===== src/verilog/merge_macros.svh =====
`ifndef MERGE_MACROS_SVH
`define MERGE_MACROS_SVH

// key and word width.
`define DATA_W 32

// entries per fifo.
`define FIFO_DEPTH 16

// fifo pointer width for FIFO_DEPTH entries.
`define PTR_W 4

`endif


===== src/verilog/merge_pkg.sv =====
package merge_pkg;

	// merge fsm states.
	typedef enum logic [2:0] {
		ST_NOMINAL  = 3'b000,
		ST_TOGGLE   = 3'b001,
		ST_DONE_A   = 3'b010,
		ST_DONE_B   = 3'b011,
		ST_FINISHED = 3'b100
	} ctrl_state_e;

	// apb word addresses.
	typedef enum logic [7:0] {
		REG_CTRL     = 8'h00,
		REG_STATUS   = 8'h04,
		REG_PUSH_A   = 8'h08,
		REG_PUSH_B   = 8'h0C,
		REG_POP_OUT0 = 8'h10,
		REG_POP_OUT1 = 8'h14
	} reg_addr_e;

endpackage


===== src/verilog/sync_fifo.sv =====
`timescale 1ns/1ps
`include "merge_macros.svh"

module sync_fifo #(
	parameter int DEPTH = `FIFO_DEPTH
) (
	input  logic               i_clk,
	input  logic               i_reset,
	input  logic               i_push,
	input  logic [`DATA_W-1:0] i_data,
	input  logic               i_pop,
	output logic [`DATA_W-1:0] o_head,
	output logic               o_empty,
	output logic               o_full
);

	logic [`DATA_W-1:0] mem [DEPTH];
	logic [`PTR_W-1:0]  wr_ptr;
	logic [`PTR_W-1:0]  rd_ptr;
	logic [`PTR_W:0]    count;
	logic               do_push;
	logic               do_pop;

	function automatic logic [`PTR_W-1:0] next_ptr(input logic [`PTR_W-1:0] ptr);
		if (ptr == `PTR_W'(DEPTH - 1))
			return '0;
		return ptr + 1'b1;
	endfunction

	assign o_empty = (count == '0);
	assign o_full  = (count == (`PTR_W+1)'(DEPTH));
	assign o_head  = mem[rd_ptr]; // first word falls through.

	assign do_push = i_push & ~o_full;
	assign do_pop  = i_pop & ~o_empty;

	always_ff @(posedge i_clk) begin
		if (do_push)
			mem[wr_ptr] <= i_data;
	end

	always_ff @(posedge i_clk) begin
		if (i_reset) begin
			wr_ptr <= '0;
			rd_ptr <= '0;
			count  <= '0;
		end else begin
			if (do_push)
				wr_ptr <= next_ptr(wr_ptr);
			if (do_pop)
				rd_ptr <= next_ptr(rd_ptr);
			case ({do_push, do_pop})
				2'b10:   count <= count + 1'b1;
				2'b01:   count <= count - 1'b1;
				default: count <= count; // idle or push and pop together.
			endcase
		end
	end

	// producers are expected to check the flags themselves.
	a_no_push_full: assert property (@(posedge i_clk) disable iff (i_reset) o_full |-> !i_push)
		else $error("sync_fifo: push while full.");
	a_no_pop_empty: assert property (@(posedge i_clk) disable iff (i_reset) o_empty |-> !i_pop)
		else $error("sync_fifo: pop while empty.");

endmodule


===== src/verilog/merge_control.sv =====
`timescale 1ns/1ps

module merge_control (
	input  logic                   i_clk,
	input  logic                   i_reset,
	input  logic                   i_go,
	input  logic                   i_a_min_zero,
	input  logic                   i_b_min_zero,
	input  logic                   i_a_lte_b,
	input  logic                   i_a_empty,
	input  logic                   i_b_empty,
	input  logic                   i_r_a_min_zero,
	input  logic                   i_r_b_min_zero,
	input  logic                   i_out_full,
	output logic                   o_select_a,
	output logic                   o_stall,
	output logic                   o_switch_output,
	output merge_pkg::ctrl_state_e o_state
);

	import merge_pkg::*;

	ctrl_state_e state_q;
	ctrl_state_e state_d;
	logic        stall;
	logic        both_drained;
	logic        term_write;
	logic        switch_q;

	assign stall = (state_q == ST_FINISHED) | i_out_full
		| ((state_q == ST_NOMINAL) & (i_a_empty | i_b_empty))
		| ((state_q == ST_DONE_A) & i_b_empty)
		| ((state_q == ST_DONE_B) & i_a_empty);

	// both inputs empty and neither left in the middle of a run.
	assign both_drained = i_a_empty & i_b_empty & i_r_a_min_zero & i_r_b_min_zero;

	// at a run boundary one zero goes out and the next run takes the other fifo.
	assign term_write = (state_q == ST_TOGGLE) & ~stall
		& ((i_a_min_zero & (i_b_min_zero | i_b_empty)) | (i_b_min_zero & i_a_empty));

	always_comb begin
		state_d = state_q;
		case (state_q)
			ST_TOGGLE: begin
				if (i_a_empty)
					state_d = ST_DONE_A;
				else if (i_b_empty)
					state_d = ST_DONE_B;
				else if (~i_a_min_zero | ~i_b_min_zero)
					state_d = ST_NOMINAL;
			end
			ST_NOMINAL: begin
				if (i_a_min_zero)
					state_d = ST_DONE_A;
				else if (i_b_min_zero)
					state_d = ST_DONE_B;
			end
			ST_DONE_A: begin
				if (both_drained)
					state_d = ST_FINISHED;
				else if (i_b_min_zero)
					state_d = ST_TOGGLE;
			end
			ST_DONE_B: begin
				if (both_drained)
					state_d = ST_FINISHED;
				else if (i_a_min_zero)
					state_d = ST_TOGGLE;
			end
			default: state_d = state_q;
		endcase
	end

	always_comb begin
		case (state_q)
			ST_NOMINAL: o_select_a = i_a_lte_b; // a wins ties.
			ST_DONE_B:  o_select_a = 1'b1;
			ST_TOGGLE:  o_select_a = i_a_min_zero;
			default:    o_select_a = 1'b0;
		endcase
	end

	always_ff @(posedge i_clk) begin
		if (i_reset) begin
			state_q  <= ST_FINISHED;
			switch_q <= 1'b0;
		end else if (i_go) begin
			state_q  <= ST_TOGGLE;
			switch_q <= 1'b0; // run 0 goes to out0.
		end else begin
			// finishing is allowed while the drained side stalls.
			if (~stall | (state_d == ST_FINISHED))
				state_q <= state_d;
			if (term_write)
				switch_q <= ~switch_q;
		end
	end

	assign o_stall         = stall;
	assign o_switch_output = switch_q;
	assign o_state         = state_q;

	a_finished_holds: assert property (@(posedge i_clk) disable iff (i_reset)
		(state_q == ST_FINISHED && !i_go) |=> (state_q == ST_FINISHED))
		else $error("merge_control: left FINISHED without go.");

endmodule


===== src/verilog/merge_datapath.sv =====
`timescale 1ns/1ps
`include "merge_macros.svh"

module merge_datapath (
	input  logic                   i_clk,
	input  logic                   i_reset,
	input  logic                   i_go,
	input  logic [`DATA_W-1:0]     i_a_head,
	input  logic [`DATA_W-1:0]     i_b_head,
	input  logic                   i_a_empty,
	input  logic                   i_b_empty,
	input  logic                   i_out0_full,
	input  logic                   i_out1_full,
	input  merge_pkg::ctrl_state_e i_state,
	input  logic                   i_select_a,
	input  logic                   i_stall,
	input  logic                   i_switch_output,
	output logic                   o_a_pop,
	output logic                   o_b_pop,
	output logic                   o_out0_push,
	output logic                   o_out1_push,
	output logic [`DATA_W-1:0]     o_out_data,
	output logic                   o_a_min_zero,
	output logic                   o_b_min_zero,
	output logic                   o_a_lte_b,
	output logic                   o_r_a_min_zero,
	output logic                   o_r_b_min_zero,
	output logic                   o_out_full
);

	import merge_pkg::*;

	logic a_zero;
	logic b_zero;
	logic move_a;
	logic move_b;
	logic push;
	logic a_mid; // side is inside a run.
	logic b_mid;

	// terminator only counts on a valid head.
	assign a_zero = ~i_a_empty & (i_a_head == '0);
	assign b_zero = ~i_b_empty & (i_b_head == '0);

	always_comb begin
		move_a = 1'b0;
		move_b = 1'b0;
		if (!i_stall) begin
			case (i_state)
				ST_NOMINAL: begin
					if (~a_zero & ~b_zero) begin
						move_a = i_select_a;
						move_b = ~i_select_a;
					end
				end
				ST_DONE_A: move_b = ~b_zero;
				ST_DONE_B: move_a = ~a_zero;
				ST_TOGGLE: begin
					// both terminators are dropped and one zero is written.
					move_a = a_zero & (b_zero | i_b_empty);
					move_b = b_zero & (a_zero | i_a_empty);
				end
				default: ;
			endcase
		end
	end

	assign push        = move_a | move_b;
	assign o_a_pop     = move_a;
	assign o_b_pop     = move_b;
	assign o_out0_push = push & ~i_switch_output;
	assign o_out1_push = push & i_switch_output;
	assign o_out_data  = i_select_a ? i_a_head : i_b_head;
	assign o_out_full  = i_switch_output ? i_out1_full : i_out0_full;

	always_ff @(posedge i_clk) begin
		if (i_reset | i_go) begin
			a_mid <= 1'b0;
			b_mid <= 1'b0;
		end else begin
			if (move_a)
				a_mid <= (i_a_head != '0);
			if (move_b)
				b_mid <= (i_b_head != '0);
		end
	end

	assign o_a_min_zero   = a_zero;
	assign o_b_min_zero   = b_zero;
	assign o_a_lte_b      = (i_a_head <= i_b_head);
	assign o_r_a_min_zero = ~a_mid;
	assign o_r_b_min_zero = ~b_mid;

endmodule


===== src/verilog/merge_apb_regs.sv =====
`timescale 1ns/1ps
`include "merge_macros.svh"

module merge_apb_regs (
	input  logic                   i_clk,
	input  logic                   i_reset,
	input  logic                   i_psel,
	input  logic                   i_penable,
	input  logic                   i_pwrite,
	input  logic [7:0]             i_paddr,
	input  logic [`DATA_W-1:0]     i_pwdata,
	output logic [`DATA_W-1:0]     o_prdata,
	output logic                   o_pready,
	output logic                   o_pslverr,
	input  merge_pkg::ctrl_state_e i_state,
	input  logic                   i_a_full,
	input  logic                   i_b_full,
	input  logic                   i_out0_empty,
	input  logic                   i_out1_empty,
	input  logic [`DATA_W-1:0]     i_out0_head,
	input  logic [`DATA_W-1:0]     i_out1_head,
	output logic                   o_push_a,
	output logic                   o_push_b,
	output logic                   o_pop_out0,
	output logic                   o_pop_out1,
	output logic [`DATA_W-1:0]     o_push_data,
	output logic                   o_go
);

	import merge_pkg::*;

	reg_addr_e addr;
	logic      access;
	logic      wr;
	logic      rd;
	logic      done;

	assign addr   = reg_addr_e'(i_paddr);
	assign access = i_psel & i_penable;
	assign wr     = access & i_pwrite;
	assign rd     = access & ~i_pwrite;
	assign done   = (i_state == ST_FINISHED);

	assign o_pready    = access; // no wait states.
	assign o_push_data = i_pwdata;

	always_comb begin
		o_prdata   = '0;
		o_pslverr  = 1'b0;
		o_push_a   = 1'b0;
		o_push_b   = 1'b0;
		o_pop_out0 = 1'b0;
		o_pop_out1 = 1'b0;
		o_go       = 1'b0;
		if (access) begin
			case (addr)
				REG_CTRL:   o_go = wr & i_pwdata[0];
				REG_STATUS: o_prdata = {{(`DATA_W-2){1'b0}}, ~done, done};
				REG_PUSH_A: begin
					o_push_a  = wr & ~i_a_full; // word dropped when full.
					o_pslverr = rd | i_a_full;
				end
				REG_PUSH_B: begin
					o_push_b  = wr & ~i_b_full;
					o_pslverr = rd | i_b_full;
				end
				REG_POP_OUT0: begin
					o_pop_out0 = rd & ~i_out0_empty;
					o_pslverr  = wr | i_out0_empty;
					if (o_pop_out0)
						o_prdata = i_out0_head;
				end
				REG_POP_OUT1: begin
					o_pop_out1 = rd & ~i_out1_empty;
					o_pslverr  = wr | i_out1_empty;
					if (o_pop_out1)
						o_prdata = i_out1_head;
				end
				default: o_pslverr = 1'b1;
			endcase
		end
	end

	// a setup phase is always followed by its access phase.
	a_apb_setup_access: assert property (@(posedge i_clk) disable iff (i_reset)
		(i_psel && !i_penable) |=> (i_psel && i_penable))
		else $error("merge_apb_regs: setup phase without access phase.");

endmodule


===== src/verilog/merge_top.sv =====
`timescale 1ns/1ps
`include "merge_macros.svh"

module merge_top (
	input  logic               i_clk,
	input  logic               i_reset,
	input  logic               i_psel,
	input  logic               i_penable,
	input  logic               i_pwrite,
	input  logic [7:0]         i_paddr,
	input  logic [`DATA_W-1:0] i_pwdata,
	output logic [`DATA_W-1:0] o_prdata,
	output logic               o_pready,
	output logic               o_pslverr
);

	import merge_pkg::*;

	ctrl_state_e        state;
	logic [`DATA_W-1:0] push_data;
	logic [`DATA_W-1:0] a_head;
	logic [`DATA_W-1:0] b_head;
	logic [`DATA_W-1:0] out0_head;
	logic [`DATA_W-1:0] out1_head;
	logic [`DATA_W-1:0] out_data;
	logic               push_a;
	logic               push_b;
	logic               pop_out0;
	logic               pop_out1;
	logic               go;
	logic               a_pop;
	logic               b_pop;
	logic               out0_push;
	logic               out1_push;
	logic               a_empty;
	logic               b_empty;
	logic               a_full;
	logic               b_full;
	logic               out0_empty;
	logic               out1_empty;
	logic               out0_full;
	logic               out1_full;
	logic               a_min_zero;
	logic               b_min_zero;
	logic               a_lte_b;
	logic               r_a_min_zero;
	logic               r_b_min_zero;
	logic               out_full;
	logic               select_a;
	logic               stall;
	logic               switch_output;

	merge_apb_regs u_apb (
		.i_clk(i_clk), .i_reset(i_reset),
		.i_psel(i_psel), .i_penable(i_penable), .i_pwrite(i_pwrite),
		.i_paddr(i_paddr), .i_pwdata(i_pwdata),
		.o_prdata(o_prdata), .o_pready(o_pready), .o_pslverr(o_pslverr),
		.i_state(state), .i_a_full(a_full), .i_b_full(b_full),
		.i_out0_empty(out0_empty), .i_out1_empty(out1_empty),
		.i_out0_head(out0_head), .i_out1_head(out1_head),
		.o_push_a(push_a), .o_push_b(push_b),
		.o_pop_out0(pop_out0), .o_pop_out1(pop_out1),
		.o_push_data(push_data), .o_go(go)
	);

	// inputs are filled by the host, outputs by the merge.
	sync_fifo fifo_a (
		.i_clk(i_clk), .i_reset(i_reset), .i_push(push_a), .i_data(push_data),
		.i_pop(a_pop), .o_head(a_head), .o_empty(a_empty), .o_full(a_full)
	);

	sync_fifo fifo_b (
		.i_clk(i_clk), .i_reset(i_reset), .i_push(push_b), .i_data(push_data),
		.i_pop(b_pop), .o_head(b_head), .o_empty(b_empty), .o_full(b_full)
	);

	sync_fifo fifo_out0 (
		.i_clk(i_clk), .i_reset(i_reset), .i_push(out0_push), .i_data(out_data),
		.i_pop(pop_out0), .o_head(out0_head), .o_empty(out0_empty), .o_full(out0_full)
	);

	sync_fifo fifo_out1 (
		.i_clk(i_clk), .i_reset(i_reset), .i_push(out1_push), .i_data(out_data),
		.i_pop(pop_out1), .o_head(out1_head), .o_empty(out1_empty), .o_full(out1_full)
	);

	merge_datapath u_datapath (
		.i_clk(i_clk), .i_reset(i_reset), .i_go(go),
		.i_a_head(a_head), .i_b_head(b_head),
		.i_a_empty(a_empty), .i_b_empty(b_empty),
		.i_out0_full(out0_full), .i_out1_full(out1_full),
		.i_state(state), .i_select_a(select_a), .i_stall(stall),
		.i_switch_output(switch_output),
		.o_a_pop(a_pop), .o_b_pop(b_pop),
		.o_out0_push(out0_push), .o_out1_push(out1_push), .o_out_data(out_data),
		.o_a_min_zero(a_min_zero), .o_b_min_zero(b_min_zero), .o_a_lte_b(a_lte_b),
		.o_r_a_min_zero(r_a_min_zero), .o_r_b_min_zero(r_b_min_zero),
		.o_out_full(out_full)
	);

	merge_control u_control (
		.i_clk(i_clk), .i_reset(i_reset), .i_go(go),
		.i_a_min_zero(a_min_zero), .i_b_min_zero(b_min_zero), .i_a_lte_b(a_lte_b),
		.i_a_empty(a_empty), .i_b_empty(b_empty),
		.i_r_a_min_zero(r_a_min_zero), .i_r_b_min_zero(r_b_min_zero),
		.i_out_full(out_full),
		.o_select_a(select_a), .o_stall(stall),
		.o_switch_output(switch_output), .o_state(state)
	);

endmodule


===== config.mk =====
export PLATFORM = sky130hd
export DESIGN_NAME = merge_top
export DESIGN_NICKNAME = d
export VERILOG_FILES = /design/src/verilog/merge_pkg.sv /design/src/verilog/sync_fifo.sv /design/src/verilog/merge_control.sv /design/src/verilog/merge_datapath.sv /design/src/verilog/merge_apb_regs.sv /design/src/verilog/merge_top.sv
export VERILOG_INCLUDE_DIRS = /design/src /design/src/verilog
export SDC_FILE = /design/constraint.sdc
export NUM_CORES = 2
export LEC_CHECK = 0
export BUFFER_PORTS_ARGS = -buffer_cell sky130_fd_sc_hd__buf_4
export CELL_PAD_IN_SITES_DETAIL_PLACEMENT = 1
export CELL_PAD_IN_SITES_GLOBAL_PLACEMENT = 2
export CORE_UTILIZATION = 45
export CTS_BUF_LIST = sky130_fd_sc_hd__clkbuf_4 sky130_fd_sc_hd__clkbuf_8
export DETAILED_ROUTE_END_ITERATION = 12
export PLACE_DENSITY_LB_ADDON = 0.1
export RECOVER_POWER = 100
export SYNTH_ARGS = -nofsm -noshare
export SYNTH_HDL_FRONTEND = slang
export SYNTH_SLANG_ARGS = --single-unit

===== constraint.sdc =====
create_clock -name i_clk -period 8.4 [get_ports i_clk]
set_clock_uncertainty 0.05 [all_clocks]
set_input_delay 1.68 -clock i_clk [delete_from_list [all_inputs] [get_ports i_clk]]
set_output_delay 1.68 -clock i_clk [all_outputs]
set_load 0.005 [all_outputs]

; ---- Word level (Yosys, flattened, before mapping)
; Memory sizes are Yosys's and may differ from the RTL's. A register that Yosys moved wholly into a read port is not among the register bits.
; Index checks and enable logic that the tools add are counted.
[classes]
n_addsub = 16
order_cmp = 1
eq_ne = 30
n_mux = 97
bitwise_logic = 65
reduce_logical = 17
[op_table]
columns = op, count
row1 = 32-bit two-way mux, 4
row2 = 4-bit two-way mux, 24
row3 = 32-bit case mux with 3 select lines, 1
row4 = 32-bit logical NOT, 2
row5 = 32-bit nonzero test, 2
row6 = 1-bit two-way mux, 48
row7 = 5-bit case mux with 2 select lines, 4
row8 = 3-bit two-way mux, 11
row9 = "4-bit by 1-bit adder with 4-bit output, second input constant", 8
row10 = 1-bit bitwise AND, 32
row11 = "4-bit equality test, second input constant", 8
row12 = 32-bit <= comparator, 1
row13 = "5-bit by 1-bit adder with 5-bit output, second input constant", 4
row14 = "5-bit equality test, second input constant", 4
row15 = 5-bit logical NOT, 4
row16 = "5-bit by 1-bit subtractor with 5-bit output, second input constant", 4
row17 = 1-bit NOT, 17
row18 = "8-bit by 4-bit equality test with 1-bit output, second input constant", 2
row19 = "8-bit by 5-bit equality test with 1-bit output, second input constant", 2
row20 = 1-bit bitwise OR, 16
row21 = 3-bit case mux with 4 select lines, 1
row22 = 2-bit nonzero test, 5
row23 = 1-bit case mux with 3 select lines, 3
row24 = "2-bit by 1-bit equality test with 1-bit output, second input constant", 4
row25 = other kinds (9), 15
[word_totals]
ff_bits = 58
ram_bits = 2048
inputBits = 45
elab_cells = 247
memories = 4
[memory_table]
columns = memory, depth, width, read_ports, rd_clocked_by_memory_dff, wr, line
row1 = fifo_a.mem, 16, 32, 1, 1, 1, sync_fifo.sv:17  ; logic [`DATA_W-1:0] mem [DEPTH];
row2 = fifo_b.mem, 16, 32, 1, 1, 1, sync_fifo.sv:17
row3 = fifo_out0.mem, 16, 32, 1, 1, 1, sync_fifo.sv:17
row4 = fifo_out1.mem, 16, 32, 1, 1, 1, sync_fifo.sv:17

; ---- Longest topological paths before layout
[depth]
ltp_word = 14
mapped_depth = 32
depth_no_buf = 26

; ---- Hierarchy
; From an unflattened synthesis, not the netlist that was laid out.
[hier_totals]
hier_cells = 3939
area_unflattened_um2 = 83346.2
[by_module_without_submodules]
columns = module, instances, cells_each, area_per_inst_um2, seq_area_each_um2
row1 = sync_fifo (fifo_b), 1, 826, 20289.5, 15715.1
row2 = sync_fifo (fifo_out1), 1, 908, 20143.1, 15715.1
row3 = sync_fifo (fifo_out0), 1, 906, 20131.8, 15715.1
row4 = sync_fifo (fifo_a), 1, 909, 20095.5, 15715.1
row5 = merge_datapath, 1, 236, 1501.4, 40.0
row6 = merge_apb_regs, 1, 107, 815.8, 0.0
row7 = merge_control, 1, 47, 369.1, 80.1

; ---- Worst setup path after synthesis
; Ideal clock, no wire load.
[synth_path]
path_kind = reg2reg
startpoint = register with a tool-made name
endpoint = memory fifo_out1.mem[0][0] in the netlist's numbering, enable pin
arrival_ps = 7794
t_required_ps = 7837
setup_slack_ps = 43
stages_incl_launch_ff = 21
n_path_buf = 5
synth_period_minus_slack_ps = 8357
cell_sequence = dfxtp_1 > buf_2 > buf_2 > buf_1 > clkbuf_1 > mux4_2 > a22oi_1 > o21ai_0 > ha_1 > nand4_1 > nor3_1 > nand4_1 > o31a_1 > o31a_1 > or4_1 > a21oi_1 > o21a_1 > or3_1 > buf_6 > nand2_4 > nor4b_1
[synth_rtl]
columns = item, line
row1 = "end, declared", sync_fifo.sv:17

; ---- Final worst setup path
[layout_path]
startpoint = input i_paddr[1]
endpoint = output o_prdata[8]
[layout_between]
elab_chain_len = 3
word_cells_on_any_way = 5
[layout_rtl]
columns = item, line
row1 = "start, declared", merge_top.sv:10  ; input logic [7:0] i_paddr,
row2 = 8-bit by 5-bit equality test with 1-bit output / 8-bit by 3-bit equality test with 1-bit output (equally long branches), merge_apb_regs.sv:56  ; case (addr)
row3 = 32-bit case mux with 3 select lines *, merge_apb_regs.sv:56
row4 = 32-bit two-way mux *, merge_apb_regs.sv:55  ; if (access) begin
row5 = "end, declared", merge_top.sv:12  ; output logic [`DATA_W-1:0] o_prdata,
; Mark *: on every way between the ends. The rest lies on a longest branch, timed or not.

==> flow_summary.yaml <==
final_layout:
  final_common_cell: "edfxtp_1"
  final_cell_mix: "edfxtp_1, mux4_2, clkbuf_8"
  register_area_um2: 63000
  nNetsFinal: 4477
  drive_above_1_share_pct: 27.6
  nFillCells: 16300
  layout.cells.non_filler: 7090
  multi_input_area_um2: 19200
  final_util_pct: 51.2
  areaGrowthSynthToFinish_pct: 12.7
  design_area_um2: 93800
yosys:
  ys_async_sr_fraction_pct: 0
  synthDistinctLibCells: 74
  synth_top_area_share_pct: 73.9
  syn_avg_cell_area_um2: 21.0
  postSynthCellCount: 3968
  synth_flop_cell: "edfxtp_1"
  synth_edf_count: 2048
  synth_seq_cells: 2122
  synth_top_area_cell: "edfxtp_1"
  synthTopCellsByArea: "edfxtp_1, mux4_2, dfxtp_1"
  seq_area_frac_synth_pct: 75.7
  synth_area_um2: 83200
  yosysWarnings: 0
  synth_fp_nets: 4085
clocking:
  holdBufCountCts: 0
  cts_root_buf: "clkbuf_8"
  cts-htree-levels: 5
  cts_sinks: 2122
  cts_inserted_buffers: 366
  clockBufferDepth: 4
  post_cts_buffers: 0
  cts_resized: 0
  clk_pin_slew_worst_paths_ns: 0.06
  worstSkewPairLatency_ns: 1.06
  cts_tree: "built"
worst_setup_path:
  cpPeakStageDelay_ns: 1.64
  rr_worst_depth: 18
  cp.depth: 10
  r2r-end: "fifo_out1.mem[8][9]"
  crit_slowest_cell: "clkbuf_1"
  critical-path-top-delay-family: "buffers and inverters"
  path_class: "primary input to primary output"
  critPathBufInv: 4
  cp.required_ns: 6.67
  critPathArrivalTime_ns: 6.15
  r2r_slack_ns: 0.88
  worstPathMaxFanout: 21
  end_kind: "primary output"
  cp_cell_sequence: "clkbuf_4, nor3_1, nand2_1, nor4b_1, nand2_1, or2_2, inv_1, clkbuf_1, a22o_1, clkbuf_4"
  worstSetupStartpointType: "primary input"
detailed_routing:
  wl_um: 222000
  first_pass_iters: 7
  drc_errors: 0
  vias: 41400
  wl_per_cell_um: 31.3
  final_antenna_net_count: 0
  via_per_inst: 5.84
  first_iter_violations: 3225
placed_design:
  portBuffers: 78
  hpwl_um: 129000
  finalWeightedCongestion: 0.774
  placed_cell_area_um2: 87800
  place_ws_ns: 1.29
  placedCellCount: 6456
timing:
  final_hold_viol_count: 0
  fin_crit_sh_pct: 93.9
  tightest_slew_ns: 3.30
  finalCriticalPeriod_ns: 7.88
  fin_ws_ns: 0.515
  finalSetupViolations: 0
  max_freq_mhz: 127
  drv_slew: 2476
  holdWs_ns: 0.453
  slew_headroom_pct: -120
  setup_tns_ns: 0
  rsz0062_at_grt: "false"
min_path:
  hold_path_class: "flop to flop"
  hp-start: "fifo_out0.rd_ptr[1]"
  hold_depth: 2
die:
  initial_core_util_pct: 45.4
  ios: 79
  die_h_um: 432
  rows: 157
  die_area_um2: 187000
  fp.dieW_um: 432
  core_um2: 183000
power_and_ir_drop:
  finalPower_mw: 20.6
  p_leak_nw: 29.0
  ir_drop_mv: 0.146
  p_per_area_nw_per_um2: 219
run_status:
  status: "finished, violations left"
  failed_checks: "max-capacitance violations, max-slew violations"
global_route:
  grt_antenna_before_repair: 5
  grt_pass1_vias: 44000
  grt_first_pass_wirelength_um: 319000
  grt_util_all_layers_pct: 24.0
  grt-ovfl-total: 0
  grt_max_degree: 71
job:
  maxCapViolCount: 88
## flip-flops by register name (all words and copies together), names as in the netlist, named ones only
name,cells
fifo_a.count,5
fifo_out0.mem,512
fifo_out0.count,5
u_datapath.b_mid,1
fifo_a.mem,512
fifo_b.mem,512
fifo_out0.wr_ptr,4
fifo_out1.mem,512
fifo_out1.wr_ptr,4
fifo_b.rd_ptr,4
fifo_out0.rd_ptr,4
fifo_b.wr_ptr,4
u_control.o_switch_output,1
fifo_b.count,5
fifo_out1.count,5
u_control.o_state,3
fifo_a.wr_ptr,4
fifo_out1.rd_ptr,4
u_datapath.a_mid,1
fifo_a.rd_ptr,4
## final cells by class
class / count / area share, %
multi-input combinational: 1568 / 20.5
clock inverter: 121 / 0.694
inverter: 68 / 0.272
sequential: 2122 / 67.2
clock buffer: 506 / 6.59
timing repair buffer: 234 / 1.49
tap: 2464 / 3.29
antenna: 7 / 0.0187
## cell usage after synthesis (20+ instances only)
master,instances
nor2b_1,50
a21oi_1,93
buf_2,29
o21ai_0,32
nor3_1,30
ha_1,68
edfxtp_1,2048
dfxtp_1,74
inv_1,64
a21o_1,24
nand3_1,26
mux2i_1,101
nand2_1,107
nor2_1,127
a22o_1,49
xor2_1,20
buf_1,42
mux4_2,524
clkbuf_1,117
a211oi_1,36
a22oi_1,70
nand2b_1,21
## layer usage
layer	share of wire, %	wire [um]	track usage (%)	vias to the layer above
met5	0.0059	13	0	-
met4	2.3	5110	6.51	2
met3	4.4	9750	3.66	371
met2	51	113000	41.4	1100
met1	42	93500	31.9	22600
li1	-	-	-	17400
## worst register-to-register path: stages, from the launching register on
cell,delay [ns]
dfxtp_4,0.66
buf_4,0.52
mux4_2,0.40
a22o_1,0.24
nor2_1,0.63
ha_1,0.28
nand4_1,0.15
nor3_1,0.32
nand4_1,0.18
o31a_1,0.32
o31a_1,0.14
or4_1,0.52
a21oi_1,0.14
o21a_1,0.23
or3_1,0.14
buf_4,0.19
nand2_4,0.17
nor2_1,1.09
clkbuf_2,0.73
## worst max path at each step
stage,start,end,slack (ns)
global placement,flop,fifo_out1.count[4],1.31
floorplan,flop,fifo_out1.mem[0][0],0.04
finish,i_paddr[1],o_prdata[8],0.52
detailed placement,flop,fifo_out1.count[4],1.29
CTS,flop,fifo_out1.count[4],1.25
global route,i_paddr[1],o_prdata[27],0.38
## cell families (layout without fill, tap and decap cells)
| logic type | Yosys count | in the layout | synth area share [%] |
|---|---|---|---|
| flops | 2122 | 2122 | 75.7 |
| mux | 644 | 644 | 15.7 |
| simple gates | 458 | 458 | 2.73 |
| compound gates | 367 | 367 | 3.06 |
| buf+inv | 278 | 929 | 1.45 |
| fa+ha+maj | 72 | 72 | 1.12 |
| xor+xnor | 27 | 27 | 0.284 |
| other cells | 0 | 7 | 0 |
## power breakdown
part           switching, mW  internal [mW]
Clock                   4.08           4.87
Sequential         0.0000555           11.5
Combinational         0.0976        0.00915
Note: power is estimated with default switching activity, not from simulation.
